===== config.mk =====
export PLATFORM = sky130hd
export DESIGN_NAME = video_ctl
export DESIGN_NICKNAME = d
export VERILOG_FILES = /design/src/logic/video_pkg.sv /design/src/logic/video_regs.sv /design/src/logic/raster_timing.sv /design/src/logic/pixel_fetch.sv /design/src/logic/palette_out.sv /design/src/logic/video_ctl.sv
export SDC_FILE = /design/constraint.sdc
export NUM_CORES = 1
export LEC_CHECK = 0
export ABC_AREA = 1
export BUFFER_PORTS_ARGS = -buffer_cell sky130_fd_sc_hd__buf_2
export CAP_MARGIN = 40
export CORE_MARGIN = 1
export CORE_UTILIZATION = 30
export DETAILED_ROUTE_END_ITERATION = 16
export PLACE_DENSITY = 0.52
export SLEW_MARGIN = 20
export SYNTH_ARGS = -nofsm -noshare
export SYNTH_HDL_FRONTEND = slang
export SYNTH_SLANG_ARGS = --single-unit

===== constraint.sdc =====
create_clock -name clk_pixel -period 6.6 [get_ports clk_pixel]
set_input_delay 1.32 -clock clk_pixel [delete_from_list [all_inputs] [get_ports clk_pixel]]
set_output_delay 1.32 -clock clk_pixel [all_outputs]
set_load 0.005 [all_outputs]

===== src/logic/video_pkg.sv =====
`default_nettype none

package video_pkg;

    // --------------------------------------------------
    // basic types
    // --------------------------------------------------

    // raster and viewport coordinates
    typedef logic [9:0]  pos_t;
    typedef logic [15:0] word_t;
    // byte address into video memory
    typedef logic [15:0] addr_t;
    // red in [11:8], green in [7:4], blue in [3:0]
    typedef logic [11:0] rgb444_t;
    typedef logic [23:0] rgb888_t;
    typedef logic [1:0]  mode_t;
    typedef logic [3:0]  pix_index_t;
    typedef logic [5:0]  reg_addr_t;

    // bits per pixel, 0 behaves as 1bpp
    localparam mode_t mode_1bpp = 2'd1;
    localparam mode_t mode_2bpp = 2'd2;
    localparam mode_t mode_4bpp = 2'd3;

    // --------------------------------------------------
    // register map, word addresses
    // --------------------------------------------------

    localparam reg_addr_t ctl_base      = 6'h00;
    localparam reg_addr_t ctl_left      = 6'h01;
    localparam reg_addr_t ctl_right     = 6'h02;
    localparam reg_addr_t ctl_top       = 6'h03;
    localparam reg_addr_t ctl_bottom    = 6'h04;
    localparam reg_addr_t ctl_mode      = 6'h05;
    localparam reg_addr_t ctl_border    = 6'h06;
    localparam reg_addr_t palette_first = 6'h10;

    localparam int palette_entries = 16;

    // raster position to pixel colour, inside the datapath
    localparam int pixel_latency = 2;

endpackage

`default_nettype wire


===== src/logic/video_regs.sv =====
`default_nettype none
`timescale 1ns/100ps

module video_regs (
    input  logic                  clk_pixel,
    input  logic                  nreset,
    input  logic                  psel,
    input  logic                  penable,
    input  logic                  pwrite,
    input  video_pkg::reg_addr_t  paddr,
    input  video_pkg::word_t      pwdata,
    input  video_pkg::pix_index_t palette_addr,
    output video_pkg::word_t      prdata,
    output logic                  pready,
    output logic                  pslverr,
    output video_pkg::addr_t      base_addr,
    output video_pkg::pos_t       vp_left,
    output video_pkg::pos_t       vp_right,
    output video_pkg::pos_t       vp_top,
    output video_pkg::pos_t       vp_bottom,
    output video_pkg::mode_t      mode,
    output video_pkg::rgb444_t    border,
    output video_pkg::rgb444_t    palette_data
);
    import video_pkg::*;

    rgb444_t palette [palette_entries];
    logic    access;
    logic    is_palette;
    logic    mapped;
    logic    wr_en;

    // --------------------------------------------------
    // apb decode, no wait states
    // --------------------------------------------------

    assign access     = psel && penable;
    assign is_palette = (paddr[5:4] == palette_first[5:4]);
    assign mapped     = is_palette || (paddr <= ctl_border);
    assign wr_en      = access && pwrite && mapped;

    assign pready  = access;
    assign pslverr = access && !mapped;

    always_ff @(posedge clk_pixel) begin
        if (!nreset) begin
            base_addr <= '0;
            vp_left   <= '0;
            vp_right  <= '0;
            vp_top    <= '0;
            vp_bottom <= '0;
            mode      <= '0;
            border    <= '0;
            for (int i = 0; i < palette_entries; i++) begin
                palette[i] <= '0;
            end
        end else if (wr_en) begin
            if (is_palette) begin
                palette[paddr[3:0]] <= pwdata[11:0];
            end else begin
                case (paddr)
                    ctl_base:   base_addr <= pwdata;
                    ctl_left:   vp_left   <= pwdata[9:0];
                    ctl_right:  vp_right  <= pwdata[9:0];
                    ctl_top:    vp_top    <= pwdata[9:0];
                    ctl_bottom: vp_bottom <= pwdata[9:0];
                    ctl_mode:   mode      <= pwdata[1:0];
                    ctl_border: border    <= pwdata[11:0];
                    default: ;
                endcase
            end
        end
    end

    // read back, unused bits read as zero
    always_comb begin
        prdata = '0;
        if (is_palette) begin
            prdata = {4'b0, palette[paddr[3:0]]};
        end else begin
            case (paddr)
                ctl_base:   prdata = base_addr;
                ctl_left:   prdata = {6'b0, vp_left};
                ctl_right:  prdata = {6'b0, vp_right};
                ctl_top:    prdata = {6'b0, vp_top};
                ctl_bottom: prdata = {6'b0, vp_bottom};
                ctl_mode:   prdata = {14'b0, mode};
                ctl_border: prdata = {4'b0, border};
                default:    prdata = '0;
            endcase
        end
    end

    // lookup port for the colour stage
    assign palette_data = palette[palette_addr];

endmodule

`default_nettype wire


===== src/logic/raster_timing.sv =====
`default_nettype none
`timescale 1ns/100ps

module raster_timing #(
    parameter int h_back    = 44,
    parameter int h_visible = 640,
    parameter int h_front   = 16,
    parameter int h_sync    = 96,
    parameter int v_back    = 31,
    parameter int v_visible = 480,
    parameter int v_front   = 10,
    parameter int v_sync    = 2
) (
    input  logic            clk_pixel,
    input  logic            nreset,
    output video_pkg::pos_t h_pos,
    output video_pkg::pos_t v_pos,
    output logic            hsync_raw,
    output logic            vsync_raw,
    output logic            visible_raw
);
    import video_pkg::*;

    // one line, counted from the start of the back porch
    //
    //   back     visible          front  sync
    // :------>:------------------>:---->:---->:
    // ____________________________________
    //                                     |_____ hsync

    localparam int h_sync_start = h_back + h_visible + h_front;
    localparam int h_total      = h_sync_start + h_sync;
    localparam int v_sync_start = v_back + v_visible + v_front;
    localparam int v_total      = v_sync_start + v_sync;

    logic h_active;
    logic v_active;

    always_ff @(posedge clk_pixel) begin
        if (!nreset) begin
            h_pos <= '0;
            v_pos <= '0;
        end else if (h_pos == pos_t'(h_total - 1)) begin
            h_pos <= '0;
            if (v_pos == pos_t'(v_total - 1)) begin
                v_pos <= '0;
            end else begin
                v_pos <= v_pos + 1'b1;
            end
        end else begin
            h_pos <= h_pos + 1'b1;
        end
    end

    // all decodes come off the same counts
    assign h_active = (h_pos >= pos_t'(h_back)) && (h_pos < pos_t'(h_back + h_visible));
    assign v_active = (v_pos >= pos_t'(v_back)) && (v_pos < pos_t'(v_back + v_visible));

    assign visible_raw = h_active && v_active;
    // syncs are active low
    assign hsync_raw = (h_pos < pos_t'(h_sync_start));
    assign vsync_raw = (v_pos < pos_t'(v_sync_start));

endmodule

`default_nettype wire


===== src/logic/pixel_fetch.sv =====
`default_nettype none
`timescale 1ns/100ps

module pixel_fetch (
    input  logic                  clk_pixel,
    input  logic                  nreset,
    input  video_pkg::pos_t       h_pos,
    input  video_pkg::pos_t       v_pos,
    input  video_pkg::addr_t      base_addr,
    input  video_pkg::pos_t       vp_left,
    input  video_pkg::pos_t       vp_right,
    input  video_pkg::pos_t       vp_top,
    input  video_pkg::pos_t       vp_bottom,
    input  video_pkg::mode_t      mode,
    input  logic [7:0]            mem_din,
    output logic                  mem_rd,
    output video_pkg::addr_t      mem_addr,
    output video_pkg::pix_index_t pix_index,
    output logic                  pix_in_view
);
    import video_pkg::*;

    logic       in_view;
    logic       restart;
    logic [2:0] bpp;
    logic [2:0] last_sub;
    logic [2:0] sub;
    logic [2:0] eff_sub;
    addr_t      next_addr;
    logic       rd_d1;
    logic       view_d1;
    logic [7:0] pixels;

    // --------------------------------------------------
    // mode decode
    // --------------------------------------------------

    always_comb begin
        case (mode)
            mode_2bpp: begin
                bpp      = 3'd2;
                last_sub = 3'd3;
            end
            mode_4bpp: begin
                bpp      = 3'd4;
                last_sub = 3'd1;
            end
            default: begin
                bpp      = 3'd1;
                last_sub = 3'd7;
            end
        endcase
    end

    // --------------------------------------------------
    // viewport and addressing
    // --------------------------------------------------

    assign in_view = (h_pos >= vp_left) && (h_pos < vp_right)
                  && (v_pos >= vp_top) && (v_pos < vp_bottom);

    // first pixel of the frame restarts at the base address
    assign restart = (v_pos == vp_top) && (h_pos == vp_left);
    assign eff_sub = restart ? 3'd0 : sub;

    // a new byte is needed at the first pixel of each group
    assign mem_rd   = in_view && (eff_sub == 3'd0);
    assign mem_addr = restart ? base_addr : next_addr;

    // sub keeps running across lines, so a line may start mid byte
    always_ff @(posedge clk_pixel) begin
        if (!nreset) begin
            sub       <= '0;
            next_addr <= '0;
        end else if (in_view) begin
            if (eff_sub == last_sub) begin
                sub <= '0;
            end else begin
                sub <= eff_sub + 1'b1;
            end
            if (mem_rd) begin
                next_addr <= mem_addr + 1'b1;
            end
        end
    end

    // --------------------------------------------------
    // shift register, two cycles behind the counters
    // --------------------------------------------------

    always_ff @(posedge clk_pixel) begin
        if (!nreset) begin
            rd_d1       <= 1'b0;
            view_d1     <= 1'b0;
            pix_in_view <= 1'b0;
        end else begin
            rd_d1       <= mem_rd;
            view_d1     <= in_view;
            pix_in_view <= view_d1;
        end
    end

    // memory data lands one cycle after the read
    always_ff @(posedge clk_pixel) begin
        if (rd_d1) begin
            pixels <= mem_din;
        end else if (view_d1) begin
            pixels <= pixels << bpp;
        end
    end

    // leftmost pixel sits in the top bits
    always_comb begin
        case (mode)
            mode_2bpp: pix_index = {2'b0, pixels[7:6]};
            mode_4bpp: pix_index = pixels[7:4];
            default:   pix_index = {3'b0, pixels[7]};
        endcase
    end

endmodule

`default_nettype wire


===== src/logic/palette_out.sv =====
`default_nettype none
`timescale 1ns/100ps

module palette_out (
    input  logic                  clk_pixel,
    input  logic                  nreset,
    input  logic                  hsync_raw,
    input  logic                  vsync_raw,
    input  logic                  visible_raw,
    input  video_pkg::pix_index_t pix_index,
    input  logic                  pix_in_view,
    input  video_pkg::rgb444_t    palette_data,
    input  video_pkg::rgb444_t    border,
    output video_pkg::pix_index_t palette_addr,
    output logic                  hsync,
    output logic                  vsync,
    output logic                  blank,
    output video_pkg::rgb888_t    rgb
);
    import video_pkg::*;

    logic [pixel_latency-1:0] hs_dly;
    logic [pixel_latency-1:0] vs_dly;
    logic [pixel_latency-1:0] vis_dly;
    rgb444_t                  colour;

    assign palette_addr = pix_index;

    // border outside the viewport
    assign colour = pix_in_view ? palette_data : border;

    always_ff @(posedge clk_pixel) begin
        if (!nreset) begin
            hs_dly  <= '1;
            vs_dly  <= '1;
            vis_dly <= '0;
            hsync   <= 1'b1;
            vsync   <= 1'b1;
            blank   <= 1'b1;
            rgb     <= '0;
        end else begin
            // match the fetch pipeline
            hs_dly  <= {hs_dly[pixel_latency-2:0], hsync_raw};
            vs_dly  <= {vs_dly[pixel_latency-2:0], vsync_raw};
            vis_dly <= {vis_dly[pixel_latency-2:0], visible_raw};
            hsync   <= hs_dly[pixel_latency-1];
            vsync   <= vs_dly[pixel_latency-1];
            blank   <= !vis_dly[pixel_latency-1];
            // replicate each nibble to span the full 8-bit range
            if (vis_dly[pixel_latency-1]) begin
                rgb <= {colour[11:8], colour[11:8], colour[7:4], colour[7:4],
                        colour[3:0], colour[3:0]};
            end else begin
                rgb <= '0;
            end
        end
    end

endmodule

`default_nettype wire


===== src/logic/video_ctl.sv =====
`default_nettype none
`timescale 1ns/100ps

module video_ctl #(
    parameter int h_back    = 44,
    parameter int h_visible = 640,
    parameter int h_front   = 16,
    parameter int h_sync    = 96,
    parameter int v_back    = 31,
    parameter int v_visible = 480,
    parameter int v_front   = 10,
    parameter int v_sync    = 2
) (
    input  logic                 clk_pixel,
    input  logic                 nreset,
    // apb slave
    input  logic                 psel,
    input  logic                 penable,
    input  logic                 pwrite,
    input  video_pkg::reg_addr_t paddr,
    input  video_pkg::word_t     pwdata,
    output video_pkg::word_t     prdata,
    output logic                 pready,
    output logic                 pslverr,
    // vga out
    output logic                 hsync,
    output logic                 vsync,
    output logic                 blank,
    output video_pkg::rgb888_t   rgb,
    // video memory
    output video_pkg::addr_t     mem_addr,
    output logic                 mem_rd,
    input  logic [7:0]           mem_din
);
    import video_pkg::*;

    addr_t      base_addr;
    pos_t       vp_left;
    pos_t       vp_right;
    pos_t       vp_top;
    pos_t       vp_bottom;
    mode_t      mode;
    rgb444_t    border;
    pix_index_t palette_addr;
    rgb444_t    palette_data;
    pos_t       h_pos;
    pos_t       v_pos;
    logic       hsync_raw;
    logic       vsync_raw;
    logic       visible_raw;
    pix_index_t pix_index;
    logic       pix_in_view;

    video_regs i_video_regs (
        .clk_pixel(clk_pixel), .nreset(nreset),
        .psel(psel), .penable(penable), .pwrite(pwrite),
        .paddr(paddr), .pwdata(pwdata), .palette_addr(palette_addr),
        .prdata(prdata), .pready(pready), .pslverr(pslverr),
        .base_addr(base_addr), .vp_left(vp_left), .vp_right(vp_right),
        .vp_top(vp_top), .vp_bottom(vp_bottom), .mode(mode),
        .border(border), .palette_data(palette_data)
    );

    raster_timing #(
        .h_back(h_back), .h_visible(h_visible), .h_front(h_front), .h_sync(h_sync),
        .v_back(v_back), .v_visible(v_visible), .v_front(v_front), .v_sync(v_sync)
    ) i_raster_timing (
        .clk_pixel(clk_pixel), .nreset(nreset),
        .h_pos(h_pos), .v_pos(v_pos),
        .hsync_raw(hsync_raw), .vsync_raw(vsync_raw), .visible_raw(visible_raw)
    );

    pixel_fetch i_pixel_fetch (
        .clk_pixel(clk_pixel), .nreset(nreset),
        .h_pos(h_pos), .v_pos(v_pos), .base_addr(base_addr),
        .vp_left(vp_left), .vp_right(vp_right), .vp_top(vp_top), .vp_bottom(vp_bottom),
        .mode(mode), .mem_din(mem_din), .mem_rd(mem_rd), .mem_addr(mem_addr),
        .pix_index(pix_index), .pix_in_view(pix_in_view)
    );

    palette_out i_palette_out (
        .clk_pixel(clk_pixel), .nreset(nreset),
        .hsync_raw(hsync_raw), .vsync_raw(vsync_raw), .visible_raw(visible_raw),
        .pix_index(pix_index), .pix_in_view(pix_in_view),
        .palette_data(palette_data), .border(border), .palette_addr(palette_addr),
        .hsync(hsync), .vsync(vsync), .blank(blank), .rgb(rgb)
    );

endmodule

`default_nettype wire


==> parameters.txt, run 1 <==
Parameter                              Value

Status
  Outcome    finished clean

Power and ir drop
  Leakage component of the power    8.18 nW
  Total power    4.96 mW
  Power per unit of standard cell area    243 nW/µm²
  Worst vdd ir    168 µV

Detailed routing
  Total routed wire length on the met1 layer    26600 µm
  Count of unresolved DRC violations after routing    0
  Uppermost layer routed    met5
  Post-DR wirelength/cell    20.9 µm
  Routed wire length on met3    4530 µm
  Vias per Instance    5.21
  Starting DRC count in detailed routing    1368
  Number of nets with antenna violations after routing    0
  First-pass iteration count of the detailed router    6
  Metal2 WL    30200 µm
  Via count    15.8k
  DRT Wirelength    63300 µm

CTS
  CTS max path bufs    3
  Hold-fix buffers at CTS    0
  Post-cts resize count    0
  Clk slew on worst S/H paths    0.06 ns
  Number of levels in the clock H-tree    2
  TritonCTS clock tree    yes
  Clock latency reported for the late side of the worst-skew pair    0.57 ns
  Clock root cell    sky130_fd_sc_hd__clkbuf_16
  Number of setup buffers added after CTS    0
  Clock net sink count    333
  TritonCTS Buffers    40

Global routing
  GR Overflow Total    0
  Global-route wire length before repair    94600 µm
  Pin count of the biggest net entering global routing    193
  GRT Overall Usage    0.207
  Via count of the first global-routing pass    15.0k
  Antenna violations before repair    1

Synth
  Count of flip-flops with a built-in enable after synthesis    200
  Largest cells by area after synthesis    sky130_fd_sc_hd__edfxtp_1, sky130_fd_sc_hd__dfxtp_1, sky130_fd_sc_hd__nand2_1
  Mean post-synth cell area    8.17 µm²
  Cell area after synthesis    17900 µm²
  Count of mapped cells out of synthesis    2194
  Synthesized net count    2275
  Area share of the leading cell type in the synthesized netlist    0.335
  Distinct cells, synth    53
  Number of flip-flops and latches in the synthesized netlist    333
  Sequential fraction of the synthesis area    0.483
  Dominant synthesized flop cell    sky130_fd_sc_hd__edfxtp_1
  FFs w/ async S/R, synth    0
  Synth warn    0
  Cell taking the most area after synthesis    sky130_fd_sc_hd__edfxtp_1

Critical path
  Class of the most critical setup path    input port to primary output
  Worst path max stage delay    0.53 ns
  Critical path arrival    4.00 ns
  Element type at the critical path end    primary output
  Library cell contributing the largest single delay on the critical path    sky130_fd_sc_hd__nand2_1
  Category of the worst setup path launch point    input port
  Ordered cell list for the critical path    buf_2, nand2_1, inv_2, nand2_1, inv_1, a211oi_1, o211ai_1, buf_2
  Critical Path Fanout Max    36
  Critical Path RT    5.28 ns

Job
  Max Cap Viol    0

Timing
  Final hold violations    0
  Max Clk Rate    0.188 GHz
  Final period demand of the worst path    5.32 ns
  Setup total negative slack    0 ns
  Setup-violating endpoint count in the final report    0
  Final Max Tran Viols    0
  Period utilisation layout    0.806
  Worst path setup slack after routing    1.28 ns
  Setup skew after layout    0.0221 ns
  Max-Slew Margin vs Limit    0.405
  Worst Tran Pin Value    0.892 ns
  Setup repair after global routing missed its margin    no

Floorplanning
  Count of pins on the block boundary    97
  Starting utilization of the core area    0.304
  Die area    60800 µm²
  Core ar.    59000 µm²
  Standard-cell row count    89
  Die width    247 µm
  Floorplan die height    247 µm

Place
  Total cell area at the placement stage    19100 µm²
  Final estimated routing congestion in global placement    0.947
  Sum of net half-perimeters after detailed placement    45500 µm
  Port Buf Inserts    96
  Setup WS pre-CTS    1.32 ns
  Number of cells in the design after placement    2950

Finish
  Fraction of layout cells with a size suffix above 1    0.112
  Area growth from synthesis to final layout    14.1%
  Final net count    2301
  Most common cell after layout, fill and taps aside    sky130_fd_sc_hd__nand2_1
  Leading cell types in the layout, fill and taps excluded    sky130_fd_sc_hd__nand2_1, sky130_fd_sc_hd__nor2_1, sky130_fd_sc_hd__inv_1
  Non-Filler Cell Area, Final    20500 µm²
  Layout Cells excl Fill    3026

Hold path
  Kind of path behind the tightest hold check    register to register
==> sequential cells by signal (all words and copies together), names as in the netlist, 3 cells and up <==
signal / cells
i_video_regs.base_addr: 16
i_pixel_fetch.sub: 3
i_video_regs.vp_top: 10
i_raster_timing.v_pos: 10
i_video_regs.palette: 192
i_pixel_fetch.next_addr: 16
i_video_regs.vp_left: 10
i_video_regs.border: 12
i_video_regs.vp_right: 10
i_palette_out.rgb: 12
i_raster_timing.h_pos: 10
i_pixel_fetch.pixels: 8
i_video_regs.vp_bottom: 10
==> report_power, final <==
| group | internal (mW) | total (mW) | switching [mW] |
|---|---|---|---|
| sequential | 2.26 | 2.30 | 0.0370 |
| combinational | 0.101 | 0.379 | 0.278 |
| clock | 1.35 | 2.28 | 0.933 |
==> critical path: cells and delay by family <==
family / cells / cell delay (ns)
and+or+nand+nor: 2 / 0.99
buffers and inverters: 4 / 1.00
AOI/OAI and AO/OA: 2 / 0.64
==> stage by stage <==
stage	hold WS (ns)	util
6_report	0.409	0.347
5_1_grt	0.425	0.347
4_1_cts	0.412	0.346
3_5_place_dp	0.399	0.324
3_3_place_gp	0.396	0.320
2_1_floorplan	0.390	-
==> cells in the mapped netlist, types with 6 or more instances <==
cell type / instances
sky130_fd_sc_hd__a21o_1: 7
sky130_fd_sc_hd__buf_4: 22
sky130_fd_sc_hd__buf_6: 6
sky130_fd_sc_hd__o22ai_1: 24
sky130_fd_sc_hd__clkbuf_1: 76
sky130_fd_sc_hd__nand4_1: 7
sky130_fd_sc_hd__buf_2: 28
sky130_fd_sc_hd__inv_2: 15
sky130_fd_sc_hd__buf_1: 6
sky130_fd_sc_hd__o211ai_1: 54
sky130_fd_sc_hd__a211oi_1: 8
sky130_fd_sc_hd__a22oi_1: 68
sky130_fd_sc_hd__o21ai_1: 74
sky130_fd_sc_hd__ha_1: 46
sky130_fd_sc_hd__nand3_1: 121
sky130_fd_sc_hd__edfxtp_1: 200
sky130_fd_sc_hd__nor2_2: 7
sky130_fd_sc_hd__clkinv_1: 13
sky130_fd_sc_hd__o31ai_1: 12
sky130_fd_sc_hd__nand3_2: 6
sky130_fd_sc_hd__a21oi_1: 184
sky130_fd_sc_hd__nand2_2: 14
sky130_fd_sc_hd__a21boi_0: 6
sky130_fd_sc_hd__nor2_4: 11
sky130_fd_sc_hd__dfxtp_1: 133
sky130_fd_sc_hd__nor2_1: 283
sky130_fd_sc_hd__nand2_1: 336
sky130_fd_sc_hd__xor2_1: 9
sky130_fd_sc_hd__nor3_1: 6
sky130_fd_sc_hd__inv_1: 252
sky130_fd_sc_hd__o21ai_0: 114
==> cell type report <==
type,count,area [µm²]
sequential,333,8670
antenna,1,2.50
inverter,280,1050
tap,773,967
fill,6119,38600
multi-input combinational,1442,7560
clock inverter,17,201
clock buffer,57,1130
timing repair buffer,123,886
==> layer usage <==
metal,vias to the layer above,GRT usage
li1,7491,-
met4,2,0.0686
met5,-,0
met2,598,0.351
met3,105,0.0333
met1,7579,0.266
==> final timing paths <==
| kind | cells past startpoint | startpoint | slack (ns) | end |
|---|---|---|---|---|
| max | 8 | paddr[1] | 1.28 | prdata[6] |
| min | 1 | i_palette_out.hs_dly[0] | 0.41 | i_palette_out.hs_dly[1] |
| max reg2reg | 13 | i_video_regs.mode[1] | 3.36 | i_palette_out.rgb[14] |
| min reg2reg | 1 | i_palette_out.hs_dly[0] | 0.41 | i_palette_out.hs_dly[1] |
==> logic make-up after synthesis <==
family	synth area share
and+or+nand+nor	0.194
AOI/OAI and AO/OA	0.188
buffers and inverters	0.0968
DFF	0.483
adders and majority gates	0.0321
xor gates and xnor gates	0.00537
Note: power is estimated with default switching activity, not from simulation.
==> run 2: changes to the inputs <==
==> constraint.sdc (replaced) <==
create_clock -name clk_pixel -period 5.05 [get_ports clk_pixel]
set_input_delay 1.01 -clock clk_pixel [delete_from_list [all_inputs] [get_ports clk_pixel]]
set_output_delay 1.01 -clock clk_pixel [all_outputs]
set_load 0.005 [all_outputs]
==> run 2 against run 1 <==
Critical path depth is 3 higher. Sequential power up 31%. Cell area is essentially flat. Via count up 1.4%. Worst setup slack worse by 0.52 ns. Combinational power rose by 29%. Global-route usage down 0.067 points. Largest power group unchanged.
==> parameters.txt, run 2 (synthesis gave the netlist of run 1 again) <==
Parameter                              Value

Detailed routing
  Via count    16.0k
  First-pass iteration count of the detailed router    6
  Starting DRC count in detailed routing    1632
  Count of unresolved DRC violations after routing    0
  Post-DR wirelength/cell    20.8 µm
  Number of nets with antenna violations after routing    0
  Vias per Instance    5.27
  DRT Wirelength    63000 µm

Place
  Sum of net half-perimeters after detailed placement    44700 µm
  Final estimated routing congestion in global placement    0.947
  Number of cells in the design after placement    2958
  Setup WS pre-CTS    0.784 ns
  Port Buf Inserts    96

Critical path
  Critical Path RT    4.04 ns
  Kind of cell adding the most delay to the critical path    buffers and inverters
  Count of cell instances traversed by the critical path    11
  Worst r2r src    i_raster_timing.h_pos[0]
  Buffers and inverters on the worst path    4
  Depth of the worst register-to-register path    16
  Element type at the critical path end    primary output
  Critical Path Fanout Max    33
  Category of the worst setup path launch point    input port
  Ordered cell list for the critical path    buf_2, nand2_1, inv_2, buf_4, nand2_1, o21ai_0, o21ai_0, nand2_1, o31ai_1, o211ai_1, buf_2
  Library cell contributing the largest single delay on the critical path    sky130_fd_sc_hd__o31ai_1
  R2r endpoint    i_pixel_fetch.next_addr[14]
  Critical path arrival    3.28 ns
  Worst path max stage delay    0.42 ns
  Class of the most critical setup path    input port to primary output
  Reg2Reg Setup Slack    2.14 ns
  Cell occurring most often along the worst timing path    sky130_fd_sc_hd__nand2_1

Floorplanning
  Die area    60800 µm²
  Core ar.    59000 µm²
  Floorplan die height    247 µm
  Standard-cell row count    89
  Die width    247 µm
  Starting utilization of the core area    0.304
  Count of pins on the block boundary    97

Timing
  Setup skew after layout    0.0196 ns
  Max Clk Rate    0.233 GHz
  Max-Slew Margin vs Limit    0.419
  Worst path setup slack after routing    0.762 ns
  Setup-violating endpoint count in the final report    0
  Final Max Tran Viols    0
  Setup repair after global routing missed its margin    no
  Period utilisation layout    0.849
  Final hold violations    0
  Final period demand of the worst path    4.29 ns
  Setup total negative slack    0 ns
  Worst Tran Pin Value    0.866 ns

Global routing
  Pin count of the biggest net entering global routing    150
  Via count of the first global-routing pass    15.0k
  Antenna violations before repair    0
  GRT Overall Usage    0.206
  Global-route wire length before repair    94600 µm
  GR Overflow Total    0

Power and ir drop
  Switching power total    1.61 mW
  Sequential Power Share    0.469
  Power share of the clock group    0.455
  Worst vdd ir    273 µV
  Share of total power in combinational logic    0.076
  Switching fraction of total power    0.252
  Power per unit of standard cell area    313 nW/µm²
  Internal power of the cells    4.80 mW
  Total power    6.42 mW
  Leakage component of the power    8.19 nW

Finish
  Flip-flop count of the largest register after layout    192
  Final net count    2313
  Layout Cells excl Fill    3037
  Register containing the most flip-flops in the final layout    i_video_regs.palette
  Post-route core utilization    0.347
  Area growth from synthesis to final layout    14.2%
  Registers with the highest flip-flop counts    i_video_regs.palette: 192 flops, i_pixel_fetch.next_addr: 16 flops, i_video_regs.base_addr: 16 flops
  Most common cell after layout, fill and taps aside    sky130_fd_sc_hd__nand2_1
  Leading cell types in the layout, fill and taps excluded    sky130_fd_sc_hd__nand2_1, sky130_fd_sc_hd__nor2_1, sky130_fd_sc_hd__inv_1
  Fraction of layout cells with a size suffix above 1    0.117

CTS
  CTS max path bufs    3
  TritonCTS clock tree    yes
  Post-cts resize count    0
  Hold-fix buffers at CTS    0
  Clock root cell    sky130_fd_sc_hd__clkbuf_16
  Number of levels in the clock H-tree    2
  Clock latency reported for the late side of the worst-skew pair    0.57 ns
  TritonCTS Buffers    40
  Clock net sink count    333
  Clk slew on worst S/H paths    0.05 ns
  Number of setup buffers added after CTS    0

Hold path
  Startpoint of the lowest-slack hold path    i_palette_out.hs_dly[0]
  Worst hold path stage count    1
  Hold worst-path end    i_palette_out.hs_dly[1]
  Kind of path behind the tightest hold check    register to register

Job
  Max Cap Viol    0

Status
  Outcome    finished clean
==> run 2: stage by stage <==
step	instance area, µm²	hold slack [ns]
detailed placement	19100	0.403
global route	20500	0.432
finish	20500	0.411
global placement	19000	0.396
floorplan	17900	0.390
CTS	20400	0.414
==> run 2: area by class of cell <==
class                      instances  area, µm²
antenna                            1       2.50
clock buffer                      59       1210
clock inverter                    14        115
fill                            6132      38500
inverter                         280       1050
multi-input combinational       1442       7560
sequential                       333       8670
tap                              773        967
timing repair buffer             135        905
==> run 2: per-layer routing <==
layer / vias up / GRT usage / part of all wire
met3: 121 / 0.0337 / 0.075
met1: 7702 / 0.271 / 0.42
met4: 0 / 0.0821 / 0.039
li1: 7503 / - / -
met5: - / 0 / 0
met2: 673 / 0.336 / 0.46
==> run 2: power by group through the flow <==
stage / Clock (mW) / Sequential (mW) / Combinational (mW)
6_report: 2.92 / 3.01 / 0.489
5_1_grt: 3.06 / 3.02 / 0.528
4_1_cts: 2.96 / 3.01 / 0.476
3_5_place_dp: 0 / 3.06 / 0.475
3_3_place_gp: 0 / 3.06 / 0.465
2_1_floorplan: 0 / 3.04 / 0.280
==> run 2: worst max-delay path by stage <==
stage	to	slack [ns]	start
floorplan	prdata[7]	1.84	paddr[4]
global placement	prdata[4]	0.82	paddr[1]
detailed placement	prdata[4]	0.78	paddr[1]
CTS	prdata[4]	0.78	paddr[1]
global route	prdata[4]	0.62	paddr[1]
finish	prdata[4]	0.76	paddr[1]
==> run 3: changes to the inputs <==
==> constraint.sdc (replaced) <==
create_clock -name clk_pixel -period 4 [get_ports clk_pixel]
set_input_delay 0.8 -clock clk_pixel [delete_from_list [all_inputs] [get_ports clk_pixel]]
set_output_delay 0.8 -clock clk_pixel [all_outputs]
set_load 0.005 [all_outputs]
==> run 3 against run 2 <==
Total power up 26%. Clock-buffer cell count down 8. Worst setup slack worse by 0.63 ns. Sequential cell count unchanged. Via count down 0.16%. Critical path type unchanged. Cell area up 0.64%. Core utilization up 0.22 points. Final cell count up 0.69%. Non-clock buffer count up 22. Die area unchanged.
==> parameters.txt, run 3 (synthesis gave the netlist of run 1 again) <==
Parameter                              Value

Global routing
  Pin count of the biggest net entering global routing    69
  Global-route wire length before repair    93400 µm
  Via count of the first global-routing pass    14.7k
  GRT Overall Usage    0.205
  Antenna violations before repair    1
  GR Overflow Total    0

Floorplanning
  Die width    247 µm
  Count of pins on the block boundary    97
  Core ar.    59000 µm²
  Standard-cell row count    89
  Starting utilization of the core area    0.304
  Die area    60800 µm²
  Floorplan die height    247 µm

Detailed routing
  Via count    16.0k
  DRT Wirelength    63000 µm
  Post-DR wirelength/cell    20.6 µm
  Count of unresolved DRC violations after routing    0
  Starting DRC count in detailed routing    1611
  Number of nets with antenna violations after routing    0
  First-pass iteration count of the detailed router    7
  Vias per Instance    5.22

Timing
  Max-Slew Margin vs Limit    0.446
  Final period demand of the worst path    3.87 ns
  Final Max Tran Viols    0
  Worst path setup slack after routing    0.129 ns
  Final hold violations    0
  Setup-violating endpoint count in the final report    0
  Max Clk Rate    0.258 GHz
  Period utilisation layout    0.968
  Worst Tran Pin Value    0.826 ns
  Setup skew after layout    0.0355 ns
  Setup repair after global routing missed its margin    no
  Setup total negative slack    0 ns

Critical path
  Class of the most critical setup path    input port to primary output
  Category of the worst setup path launch point    input port
  Worst setup path startpoint    paddr[1]
  Critical Path RT    3.20 ns
  Worst r2r src    i_video_regs.mode[0]
  Element type at the critical path end    primary output
  Critical path arrival    3.07 ns
  Critical Path Fanout Max    25
  Depth of the worst register-to-register path    10

Finish
  Register containing the most flip-flops in the final layout    i_video_regs.palette
  Area growth from synthesis to final layout    14.9%
  Registers with the highest flip-flop counts    i_video_regs.palette: 192 flops, i_pixel_fetch.next_addr: 16 flops, i_video_regs.base_addr: 16 flops
  Leading cell types in the layout, fill and taps excluded    sky130_fd_sc_hd__nand2_1, sky130_fd_sc_hd__nor2_1, sky130_fd_sc_hd__inv_1
  Most common cell after layout, fill and taps aside    sky130_fd_sc_hd__nand2_1
  Flip-flop count of the largest register after layout    192
  Fraction of layout cells with a size suffix above 1    0.122
  Final net count    2334

Place
  Setup WS pre-CTS    0.217 ns
  Final estimated routing congestion in global placement    0.955
  Port Buf Inserts    96
  Sum of net half-perimeters after detailed placement    46000 µm

Hold path
  Kind of path behind the tightest hold check    register to register
  Startpoint of the lowest-slack hold path    i_palette_out.vs_dly[0]
  Worst hold path stage count    1

Power and ir drop
  Worst vdd ir    280 µV
  Power per unit of standard cell area    393 nW/µm²
  Leakage component of the power    8.28 nW

CTS
  Clock latency reported for the late side of the worst-skew pair    0.58 ns
  TritonCTS Buffers    39
  Hold-fix buffers at CTS    0
  CTS max path bufs    3
  Clock root cell    sky130_fd_sc_hd__clkbuf_16
  Post-cts resize count    0
  Clock net sink count    333
  TritonCTS clock tree    yes
  Clk slew on worst S/H paths    0.05 ns
  Number of setup buffers added after CTS    0
  Number of levels in the clock H-tree    2

Job
  Max Cap Viol    0

Status
  Outcome    finished clean
[run 3: cell types whose count changed in the layout (fill, tap and decap cells not counted), moves of 2 or more]
cell,delta
sky130_fd_sc_hd__clkinv_2,-2
sky130_fd_sc_hd__buf_8,+3
sky130_fd_sc_hd__bufinv_16,+4
sky130_fd_sc_hd__clkinv_1,+7
sky130_fd_sc_hd__clkbuf_16,-5
sky130_fd_sc_hd__clkinvlp_4,-3
sky130_fd_sc_hd__buf_4,+21
sky130_fd_sc_hd__clkbuf_8,-2
[run 3: path summary, 6_finish.rpt]
| path | to | slack, ns |
|---|---|---|
| worst max-delay path | prdata[4] | 0.13 |
| worst min-delay path | i_palette_out.vs_dly[1] | 0.41 |
| worst max register to register | i_palette_out.rgb[14] | 0.98 |
| worst min register to register | i_palette_out.vs_dly[1] | 0.41 |
[run 3: report_power, final]
part	internal, mW	switching [mW]	leakage (nW)
Combinational	0.169	0.459	4.69
Sequential	3.73	0.0639	2.97
Clock	2.18	1.50	0.619
Total	6.08	2.02	8.28
[run 3: area by class of cell]
type / instances / area [µm²]
clock buffer: 51 / 1050
tap: 773 / 967
sequential: 333 / 8670
antenna: 1 / 2.50
inverter: 280 / 1050
fill: 6109 / 38400
timing repair buffer: 157 / 1070
clock inverter: 21 / 238
multi-input combinational: 1442 / 7560
[run 3: worst max-delay path: stages]
cell and delay, ns:
sky130_fd_sc_hd__buf_2 0.15, sky130_fd_sc_hd__nand2_1 0.11, sky130_fd_sc_hd__inv_2 0.26, sky130_fd_sc_hd__nand2_1 0.12, sky130_fd_sc_hd__o21ai_0 0.08, sky130_fd_sc_hd__o21ai_0 0.39, sky130_fd_sc_hd__nand2_1 0.19, sky130_fd_sc_hd__o31ai_1 0.51
sky130_fd_sc_hd__o211ai_1 0.26, sky130_fd_sc_hd__buf_2 0.19
[run 3: through the flow]
step           area, µm²  utilization  power (mW)  std cells  hold slack, ns
6_report           20600        0.349        8.10       3058           0.409
5_1_grt            20600        0.349        8.34       3057           0.419
4_1_cts            20600        0.348        8.14       3054           0.412
3_5_place_dp       19300        0.326        4.48       2982           0.398
3_3_place_gp       19100        0.324        4.46       2973           0.396
2_1_floorplan      17900            -        4.20       2194           0.390
[run 3: routing by layer]
metal	vias up	global-route usage	part of all wire
met5	-	0	0.00017
met3	110	0.0338	0.075
met2	711	0.342	0.47
li1	7553	-	-
met1	7598	0.266	0.42
met4	2	0.0688	0.033
